<file path="src/mem_pkg.sv">
// -------------------------------------------------------------------
// memory word geometry and the basic address, byte-enable and data
// types; imported by every block that touches a memory word
// -------------------------------------------------------------------

package mem_pkg;

   // -------------------------------------------------------------------
   // word geometry
   // -------------------------------------------------------------------
   localparam int DATA_WIDTH = 32;              // bits per memory word
   localparam int BYTE_WIDTH = DATA_WIDTH / 8;  // byte lanes per word
   localparam int ADDR_BITS  = 16;              // byte address width

   typedef logic [ADDR_BITS-1:0]  addr_t;
   typedef logic [DATA_WIDTH-1:0] word_t;
   typedef logic [BYTE_WIDTH-1:0] byteen_t;     // one bit per lane

   // -------------------------------------------------------------------
   // access sizes
   // -------------------------------------------------------------------
   typedef enum logic [1:0] {
      size_byte = 2'd0,
      size_half = 2'd1,
      size_word = 2'd2
   } access_size_e;

endpackage

</file>
<file path="src/stbuf_pkg.sv">
// -------------------------------------------------------------------
// traffic structs of the store buffer: store requests, buffer
// entries, drain beats and load forwarding request/response
// -------------------------------------------------------------------

package stbuf_pkg;

   import mem_pkg::*;

   // store from pipeline stage dc3
   typedef struct packed {
      addr_t        addr;   // byte address, any alignment
      access_size_e size;
      word_t        data;   // right-justified
   } store_req_t;

   // one slot of the buffer, always word aligned
   typedef struct packed {
      addr_t   addr;        // word address, low bits zero
      byteen_t byteen;
      word_t   data;        // bytes sit in their own lanes
   } entry_t;

   // head entry as offered to memory
   typedef entry_t drain_t;

   // load lookup, word address
   typedef struct packed {
      logic  valid;
      addr_t addr;
   } fwd_req_t;

   // forwarded bytes, unused lanes read as zero
   typedef struct packed {
      byteen_t byteen;
      word_t   data;
   } fwd_rsp_t;

endpackage

</file>
<file path="src/stbuf_commit_track.sv">
// -------------------------------------------------------------------
// follows each accepted store from dc3 to dc5 and turns the dc5
// commit decision into per-slot drain or flush marks
// -------------------------------------------------------------------

module stbuf_commit_track #(
   parameter  int DEPTH = 4,
   localparam int PTR_W = $clog2(DEPTH)
) (
   input  logic             clk,
   input  logic             arst_n,
   input  logic             wr_en,        // store accepted in dc3
   input  logic [PTR_W-1:0] wr_ptr,
   input  logic             dual,
   input  logic             commit_dc5,   // 1 commit, 0 flush
   output logic [DEPTH-1:0] drain_mark,
   output logic [DEPTH-1:0] flush_mark
);

   logic             vld_dc4;
   logic             vld_dc5;
   logic [PTR_W-1:0] ptr_dc4;
   logic [PTR_W-1:0] ptr_dc5;
   logic [PTR_W-1:0] ptr1_dc5;
   logic             dual_dc4;
   logic             dual_dc5;
   logic [DEPTH-1:0] slot_dc5;

   // -------------------------------------------------------------------
   // dc4/dc5 pipe
   // -------------------------------------------------------------------
   always_ff @(posedge clk or negedge arst_n) begin
      if (!arst_n) begin
         vld_dc4 <= 1'b0;
         vld_dc5 <= 1'b0;
      end else begin
         vld_dc4 <= wr_en;
         vld_dc5 <= vld_dc4;
      end
   end

   always_ff @(posedge clk) begin
      ptr_dc4  <= wr_ptr;
      ptr_dc5  <= ptr_dc4;
      dual_dc4 <= dual;
      dual_dc5 <= dual_dc4;
   end

   // -------------------------------------------------------------------
   // slot decode at dc5
   // -------------------------------------------------------------------
   assign ptr1_dc5 = ptr_dc5 + 1'b1;   // wraps with the ring

   always_comb begin
      for (int i = 0; i < DEPTH; i++) begin
         slot_dc5[i] = vld_dc5 & ((ptr_dc5 == PTR_W'(i)) |
                                  (dual_dc5 & (ptr1_dc5 == PTR_W'(i))));
      end
   end

   assign drain_mark = slot_dc5 & {DEPTH{commit_dc5}};
   assign flush_mark = slot_dc5 & {DEPTH{~commit_dc5}};

   a_commit_known: assert property (@(posedge clk) disable iff (!arst_n)
      vld_dc5 |-> !$isunknown(commit_dc5))
      else $error("commit_dc5 unknown while a store sits in dc5");

endmodule

</file>
<file path="src/stbuf_entries.sv">
// -------------------------------------------------------------------
// entry ring of the store buffer: write of one or two entries per
// store, drain/flush bookkeeping, in-order drain port and occupancy
// -------------------------------------------------------------------

module stbuf_entries #(
   parameter  int DEPTH = 4,
   localparam int PTR_W = $clog2(DEPTH)
) (
   input  logic                          clk,
   input  logic                          arst_n,
   // write side
   input  logic                          store_valid,
   input  stbuf_pkg::entry_t             lo,
   input  stbuf_pkg::entry_t             hi,
   input  logic                          dual,
   output logic                          store_ready,
   // commit side
   input  logic [DEPTH-1:0]              drain_mark,
   input  logic [DEPTH-1:0]              flush_mark,
   // drain side
   output logic                          drain_valid,
   output stbuf_pkg::drain_t             drain,
   input  logic                          drain_ready,
   // status
   output logic                          stbuf_empty,
   // to commit tracking and forwarding
   output logic                          wr_en,
   output logic [PTR_W-1:0]              wr_ptr,
   output stbuf_pkg::entry_t [DEPTH-1:0] entries,
   output logic [DEPTH-1:0]              live
);
   import stbuf_pkg::*;

   localparam int CNT_W = PTR_W + 1;   // counts 0..DEPTH

   entry_t [DEPTH-1:0] ent_q;
   logic [DEPTH-1:0]   data_vld;
   logic [DEPTH-1:0]   drain_vld;
   logic [DEPTH-1:0]   flush_vld;
   logic [PTR_W-1:0]   rd_ptr;
   logic [PTR_W-1:0]   wr_ptr_p1;
   logic [DEPTH-1:0]   wr_slot;
   logic [DEPTH-1:0]   pop_slot;
   logic [CNT_W-1:0]   numvld;
   logic               head_flushed;
   logic               pop;

   // -------------------------------------------------------------------
   // write
   // -------------------------------------------------------------------
   assign wr_en     = store_valid & store_ready;
   assign wr_ptr_p1 = wr_ptr + 1'b1;

   always_comb begin
      for (int i = 0; i < DEPTH; i++) begin
         wr_slot[i]  = wr_en & ((wr_ptr == PTR_W'(i)) |
                                (dual & (wr_ptr_p1 == PTR_W'(i))));
         pop_slot[i] = pop & (rd_ptr == PTR_W'(i));
      end
   end

   always_ff @(posedge clk) begin
      for (int i = 0; i < DEPTH; i++) begin
         if (wr_slot[i]) begin
            ent_q[i] <= (wr_ptr == PTR_W'(i)) ? lo : hi;   // lo at wr_ptr
         end
      end
   end

   // slot status, cleared when the head leaves
   always_ff @(posedge clk or negedge arst_n) begin
      if (!arst_n) begin
         data_vld  <= '0;
         drain_vld <= '0;
         flush_vld <= '0;
      end else begin
         data_vld  <= (data_vld | wr_slot) & ~pop_slot;
         drain_vld <= (drain_vld | drain_mark) & ~pop_slot;
         flush_vld <= (flush_vld | flush_mark) & ~pop_slot;
      end
   end

   always_ff @(posedge clk or negedge arst_n) begin
      if (!arst_n) begin
         wr_ptr <= '0;
         rd_ptr <= '0;
      end else begin
         if (wr_en) begin
            wr_ptr <= dual ? wr_ptr + PTR_W'(2) : wr_ptr_p1;
         end
         if (pop) begin
            rd_ptr <= rd_ptr + 1'b1;
         end
      end
   end

   // -------------------------------------------------------------------
   // head and occupancy
   // -------------------------------------------------------------------
   assign drain_valid  = drain_vld[rd_ptr];
   assign head_flushed = flush_vld[rd_ptr];   // freed without a beat
   assign pop          = (drain_valid & drain_ready) | head_flushed;
   assign drain        = ent_q[rd_ptr];

   always_comb begin
      numvld = '0;
      for (int i = 0; i < DEPTH; i++) begin
         numvld += CNT_W'(data_vld[i]);
      end
   end

   // room for a dual store
   assign store_ready = (numvld <= CNT_W'(DEPTH - 2));
   assign stbuf_empty = (numvld == '0);

   assign entries = ent_q;
   assign live    = data_vld & ~flush_vld;

   a_mark_on_valid: assert property (@(posedge clk) disable iff (!arst_n)
      ((drain_mark | flush_mark) & ~data_vld) == '0)
      else $error("commit mark on an empty slot");

   a_drain_xor_flush: assert property (@(posedge clk) disable iff (!arst_n)
      (drain_vld & flush_vld) == '0)
      else $error("slot marked for both drain and flush");

   a_empty_no_drain: assert property (@(posedge clk) disable iff (!arst_n)
      stbuf_empty |-> !drain_valid)
      else $error("drain offered from an empty buffer");

endmodule

</file>
<file path="src/stbuf_fwd.sv">
// -------------------------------------------------------------------
// load forwarding: matches a word address against the live entries
// and merges their bytes, youngest store winning per lane; the
// result is registered and seen one cycle after the request
// -------------------------------------------------------------------

module stbuf_fwd #(
   parameter  int DEPTH = 4,
   localparam int PTR_W = $clog2(DEPTH)
) (
   input  logic                          clk,
   input  logic                          arst_n,
   input  stbuf_pkg::fwd_req_t           req,
   input  stbuf_pkg::entry_t [DEPTH-1:0] entries,
   input  logic [DEPTH-1:0]              live,      // valid and not flushed
   input  logic [PTR_W-1:0]              wr_ptr,    // oldest slot sits here
   output stbuf_pkg::fwd_rsp_t           rsp
);
   import mem_pkg::*;
   import stbuf_pkg::*;

   localparam int OFS_BITS = $clog2(BYTE_WIDTH);

   logic [DEPTH-1:0] hit;
   logic [PTR_W-1:0] idx;
   fwd_rsp_t         rsp_d;

   // -------------------------------------------------------------------
   // address match
   // -------------------------------------------------------------------
   always_comb begin
      for (int i = 0; i < DEPTH; i++) begin
         hit[i] = req.valid & live[i] &
                  (entries[i].addr[ADDR_BITS-1:OFS_BITS] ==
                   req.addr[ADDR_BITS-1:OFS_BITS]);
      end
   end

   // -------------------------------------------------------------------
   // byte merge
   // -------------------------------------------------------------------
   // walk oldest to youngest so later stores overwrite lanes
   always_comb begin
      rsp_d = '0;
      idx   = wr_ptr;
      for (int k = 0; k < DEPTH; k++) begin
         idx = wr_ptr + PTR_W'(k);
         for (int j = 0; j < BYTE_WIDTH; j++) begin
            if (hit[idx] && entries[idx].byteen[j]) begin
               rsp_d.byteen[j]      = 1'b1;
               rsp_d.data[8*j +: 8] = entries[idx].data[8*j +: 8];
            end
         end
      end
   end

   always_ff @(posedge clk or negedge arst_n) begin
      if (!arst_n) begin
         rsp <= '0;
      end else begin
         rsp <= rsp_d;
      end
   end

endmodule

</file>
<file path="src/stbuf_top.sv">
// -------------------------------------------------------------------
// store buffer top: alignment, commit tracking, entry ring and load
// forwarding; sets the buffer depth for all blocks
// -------------------------------------------------------------------

module stbuf_top (
   input  logic                  clk,
   input  logic                  arst_n,
   // stores from dc3
   input  logic                  store_valid,
   output logic                  store_ready,
   input  stbuf_pkg::store_req_t store_req,
   input  logic                  commit_dc5,
   // drain to memory
   output logic                  drain_valid,
   input  logic                  drain_ready,
   output stbuf_pkg::drain_t     drain,
   output logic                  stbuf_empty,
   // load forwarding
   input  stbuf_pkg::fwd_req_t   fwd_req,
   output stbuf_pkg::fwd_rsp_t   fwd_rsp
);
   import stbuf_pkg::*;

   localparam int DEPTH = 4;
   localparam int PTR_W = $clog2(DEPTH);

   entry_t             lo;
   entry_t             hi;
   logic               dual;
   logic               wr_en;
   logic [PTR_W-1:0]   wr_ptr;
   logic [DEPTH-1:0]   drain_mark;
   logic [DEPTH-1:0]   flush_mark;
   entry_t [DEPTH-1:0] entries;
   logic [DEPTH-1:0]   live;

   store_align u_align (
      .req  (store_req),
      .lo   (lo),
      .hi   (hi),
      .dual (dual)
   );

   stbuf_commit_track #(.DEPTH(DEPTH)) u_commit (
      .clk        (clk),
      .arst_n     (arst_n),
      .wr_en      (wr_en),
      .wr_ptr     (wr_ptr),
      .dual       (dual),
      .commit_dc5 (commit_dc5),
      .drain_mark (drain_mark),
      .flush_mark (flush_mark)
   );

   stbuf_entries #(.DEPTH(DEPTH)) u_entries (
      .clk         (clk),
      .arst_n      (arst_n),
      .store_valid (store_valid),
      .lo          (lo),
      .hi          (hi),
      .dual        (dual),
      .store_ready (store_ready),
      .drain_mark  (drain_mark),
      .flush_mark  (flush_mark),
      .drain_valid (drain_valid),
      .drain       (drain),
      .drain_ready (drain_ready),
      .stbuf_empty (stbuf_empty),
      .wr_en       (wr_en),
      .wr_ptr      (wr_ptr),
      .entries     (entries),
      .live        (live)
   );

   stbuf_fwd #(.DEPTH(DEPTH)) u_fwd (
      .clk     (clk),
      .arst_n  (arst_n),
      .req     (fwd_req),
      .entries (entries),
      .live    (live),
      .wr_ptr  (wr_ptr),
      .rsp     (fwd_rsp)
   );

endmodule

</file>
<file path="src/store_align.sv">
// -------------------------------------------------------------------
// splits a store into one or two word-aligned entries; the low word
// always comes first, the high word only when the store crosses a
// word boundary (dual)
// -------------------------------------------------------------------

module store_align (
   input  stbuf_pkg::store_req_t req,
   output stbuf_pkg::entry_t     lo,
   output stbuf_pkg::entry_t     hi,
   output logic                  dual
);
   import mem_pkg::*;

   localparam int OFS_BITS = $clog2(BYTE_WIDTH);

   logic [2*BYTE_WIDTH-1:0] mask_base;
   logic [2*BYTE_WIDTH-1:0] mask_ext;    // two-word byte window
   logic [2*DATA_WIDTH-1:0] data_ext;
   logic [2*DATA_WIDTH-1:0] data_clean;
   logic [OFS_BITS-1:0]     offset;
   addr_t                   word_addr;

   assign offset    = req.addr[OFS_BITS-1:0];
   assign word_addr = {req.addr[ADDR_BITS-1:OFS_BITS], {OFS_BITS{1'b0}}};

   always_comb begin
      case (req.size)
         size_byte: mask_base = 8'b0000_0001;
         size_half: mask_base = 8'b0000_0011;
         default:   mask_base = 8'b0000_1111;   // word
      endcase
   end

   assign mask_ext = mask_base << offset;
   assign data_ext = {{DATA_WIDTH{1'b0}}, req.data} << {offset, 3'b000};

   // drop bytes beyond the access size
   for (genvar j = 0; j < 2*BYTE_WIDTH; j++) begin : g_lane
      assign data_clean[8*j +: 8] = data_ext[8*j +: 8] & {8{mask_ext[j]}};
   end

   assign lo.addr   = word_addr;
   assign lo.byteen = mask_ext[BYTE_WIDTH-1:0];
   assign lo.data   = data_clean[DATA_WIDTH-1:0];

   assign hi.addr   = word_addr + ADDR_BITS'(BYTE_WIDTH);  // next word
   assign hi.byteen = mask_ext[2*BYTE_WIDTH-1:BYTE_WIDTH];
   assign hi.data   = data_clean[2*DATA_WIDTH-1:DATA_WIDTH];

   assign dual = |mask_ext[2*BYTE_WIDTH-1:BYTE_WIDTH];

endmodule

</file>
<file path="config.mk">
export PLATFORM = sky130hd
export DESIGN_NAME = stbuf_top
export DESIGN_NICKNAME = d
export VERILOG_FILES = /design/src/mem_pkg.sv /design/src/stbuf_pkg.sv /design/src/stbuf_commit_track.sv /design/src/stbuf_entries.sv /design/src/stbuf_fwd.sv /design/src/stbuf_top.sv /design/src/store_align.sv
export SDC_FILE = /design/constraint.sdc
export NUM_CORES = 1
export LEC_CHECK = 0
export ABC_CLOCK_PERIOD_IN_PS = 14900
export BUFFER_PORTS_ARGS = -buffer_cell sky130_fd_sc_hd__buf_2
export CAP_MARGIN = 15
export CORE_MARGIN = 2
export CORE_UTILIZATION = 60
export CTS_CLUSTER_DIAMETER = 30
export DETAILED_ROUTE_END_ITERATION = 10
export PLACE_DENSITY = 0.86
export SLEW_MARGIN = 25
export SYNTH_ARGS = -nofsm -noshare
export SYNTH_HDL_FRONTEND = slang
export SYNTH_HIERARCHICAL = 1
export SYNTH_SLANG_ARGS = --single-unit
</file>
<file path="constraint.sdc">
create_clock -name clk -period 14.9 [get_ports clk]
set_clock_uncertainty 0.05 [all_clocks]
set_input_delay 2.98 -clock clk [delete_from_list [all_inputs] [get_ports clk]]
set_output_delay 2.98 -clock clk [all_outputs]
set_load 0.05 [all_outputs]
</file>
==> run_results.csv <==
group,metric,value,unit
status,status,"finished clean",
synth,post_synth_and_or_nand_nor_area_fraction,10.2,%
floorplan,ios,163,
cts,postCtsHoldBufs,0,
sta,layout_setup_ws,8.87,ns
sta,relSlewSlack,29.5,%
cts,post_cts_resized,0,
setup_path,max_stage_delay,0.62,ns
setup_path,crit_family,"adder cells",
synth,synth_xor_area_share,3.17,%
layout,final_core_util,70.4,%
place,hpwl,37.9,mm
synth,async_flop_share,20.1,%
pwr,p_total,5.80,mW
setup_path,cp-start-kind,"register",
global_routing,gr-total-overflow,0,
setup_path,required,11.87,ns
cts,cts_max_level,2,
sta,fin_crit_sh,40.5,%
synth,seq_area_frac_synth,39.9,%
sta,setup_viol_count_final,0,
hold_path,holdCritPathClass,"register to register",
setup_path,critical_path.cell_chain,"fa_1, ha_1, ha_1, or3b_2, nand2_1, buf_2",
cts,root_buffer,"clkbuf_16",
floorplan,rows,65,
cts,cts_tree,"yes",
setup_path,cpMostUsedCell,"ha_1",
floorplan,die_h,184,um
synth,syn_area_per_cell,11.6,um^2
pwr,vdd_drop_max,221,uV
synth,synth_warnings,6,
setup_path,crit_arrival,3.00,ns
routing,drc,0,
layout,design_area,0.0223,mm^2
sta,rsz0062_at_grt,"no",
setup_path,crit_path_end_kind,"primary output",
global_routing,grt_pass1_wl,88.7,mm
synth,synth_area,0.0193,mm^2
global_routing,grt_usage,34.2,%
sta,finalSetupTns,0,ns
layout,syn2layout_area_growth,15.1,%
place,dp.cells,2129,
routing,ant_nets,0,
layout,layout_commonest_cell,"mux2_2",
cts,clk_pin_slew_worst_paths,0.05,ns
cts,post-cts-setup-buffer-count,0,
setup_path,criticalPathCategory,"register to primary output",
synth,synth_top_cell_by_area,"edfxtp_1",
synth,synth_fa_ha_area_share,1.14,%
place,pre_cts_ws,8.72,ns
sta,finalHoldViolations,0,
synth,synth_compound_area_share,12.8,%
synth,synthMuxAreaShare,28.5,%
synth,synth_cell_type_count,96,
routing,via_per_inst,7.03,
floorplan,coreArea,0.0316,mm^2
cts,cts_sinks,268,
cts,clockBufferDepth,3,
setup_path,worstPathMaxFanout,7,
sta,min_period,6.03,ns
sta,whs,0.269,ns
layout,final_nets,1877,
setup_path,critPathBufInv,1,
pwr,p_per_area,261,mW/mm^2
global_routing,antenna_found_initial,1,
cts,worst_skew_pair.late_latency,0.60,ns
synth,synth_top_family_by_area,"multiplexers",
synth,yosys_register_bits,268,
layout,final_cells,2241,
routing,drt-initial-drc-count,2135,
job,max_cap_violations,0,
place,gp_congestion,0.957,
synth,syn_inst,1672,
routing,via_count,15700,
routing,wl_per_cell,25.9,um
synth,synthFlopType,"edfxtp_1",
global_routing,grt_max_degree,85,
layout,mostFrequentLayoutCells,"265 x mux2_2, 208 x edfxtp_1, 160 x buf_2, 128 x mux2i_1, 86 x nor2_1",
synth,synth.area.top_cells,"edfxtp_1 32%, mux2_2 15%, dfrtp_1 7.0%",
global_routing,grt_pass1_vias,15600,
setup_path,slowest_stage,"or3b_2",
synth,yosys.area.top_type_share,32.3,%
place,place_area,0.0202,mm^2
sta,worst_pin_slew,1.03,ns
routing,wirelength,58.1,mm
sta,slew_viol_final,0,
place,portBuffers,160,
synth,synth_edf_count,208,
pwr,cellLeakagePower,8.62,nW
cts,cts_buffers,58,
layout,drive_gt1_share,36.4,%
routing,dr.pass1.iters,6,
sta,fmax,0.166,GHz
floorplan,die-area,0.0337,mm^2
floorplan,initial_utilization,61.1,%
floorplan,die_w,184,um
Yosys cell counts, types with 11 or more instances:
library cell / number
nand4_1: 25
dfrtp_1: 54
a32o_1: 15
nand3_1: 21
edfxtp_1: 208
nor4_1: 24
buf_2: 30
buf_1: 15
mux2i_1: 129
o211ai_1: 21
a21o_1: 11
nor3_1: 31
xnor2_1: 20
clkbuf_1: 53
nand2b_1: 11
a22oi_1: 23
o21ai_0: 71
nand2_1: 74
inv_1: 21
a21oi_1: 60
mux2_2: 265
nor2b_1: 11
buf_4: 33
a31oi_1: 15
mux4_2: 54
ha_1: 16
nor2_1: 86
xor2_1: 50
and2_1: 31
registers in the layout, indices dropped and copies added (netlist names):
register / flops
u_entries/entries: 208
u_fwd/rsp: 36
u_entries/rd_ptr: 2
u_entries/wr_ptr: 2
u_commit/ptr_dc4: 2
u_commit/vld_dc5: 1
u_commit/ptr_dc5: 2
u_commit/dual_dc5: 1
u_commit/vld_dc4: 1
u_entries/data_vld: 4
u_entries/flush_vld: 4
u_commit/dual_dc4: 1
u_entries/drain_vld: 4
report_power, final:
part           internal [mW]  total (mW)  switching [mW]  leakage [nW]
logic                   1.07        3.08            2.01          4.98
clock network          0.867        1.33           0.461         0.985
registers               1.16        1.39           0.225          2.66
layout make-up:
type	instances	area, um^2
repair buffers	183	977
flip-flops and latches	268	7730
fillers	2127	9370
well taps	402	503
diodes	1	2.50
clock inverters	46	561
clock buffers	64	1510
inverters	22	82.6
multi-input cells	1255	10900
metal layers:
metal | up-vias | routed length [um] | GRT usage [%]
met2 | 1123 | 27100 | 55.2
met1 | 7607 | 21200 | 42.6
met4 | 0 | 3260 | 18.8
met5 | - | 0 | 0
met3 | 280 | 6530 | 7.96
li1 | 6734 | - | -
worst paths after layout:
| path | start | to | slack (ns) | depth (start not counted) |
|---|---|---|---|---|
| worst max-delay path | u_entries/data_vld[0]$_DFF_PN0_ | store_ready | 8.87 | 6 |
| worst min-delay path | u_commit/ptr_dc4[0]$_DFF_P_ | u_commit/ptr_dc5[0]$_DFF_P_ | 0.27 | 0 |
| worst max register to register | u_entries/wr_ptr[0]$_DFFE_PN0P_ | u_fwd/rsp[22]$_DFF_PN0_ | 10.34 | 9 |
| worst min register to register | u_commit/ptr_dc4[0]$_DFF_P_ | u_commit/ptr_dc5[0]$_DFF_P_ | 0.27 | 0 |
| max in group asynchronous | arst_n | u_entries/wr_ptr[1]$_DFFE_PN0P_ | 11.65 | 2 |
| min in group asynchronous | arst_n | u_fwd/rsp[8]$_DFF_PN0_ | 2.53 | 2 |
worst register-to-register path, stage by stage (launching register included):
cell and delay (ns):
dfrtp_4 0.93, buf_4 0.78, nand2b_1 0.26, nor4b_1 0.32
nand4_1 0.20, o2111ai_4 0.60, and2_1 0.55, nor2_4 0.15
a221o_1 0.38, a32o_1 0.22
cell families (layout without fill, tap and decap cells):
family | after synthesis | after routing
buffers and inverters | 161 | 315
xor gates and xnor gates | 70 | 70
muxes | 449 | 449
DFF | 268 | 268
and+or+nand+nor | 371 | 371
AOI/OAI and AO/OA | 335 | 335
adders and majority gates | 17 | 17
other | 1 | 14
(Power assumes the default switching activity.)
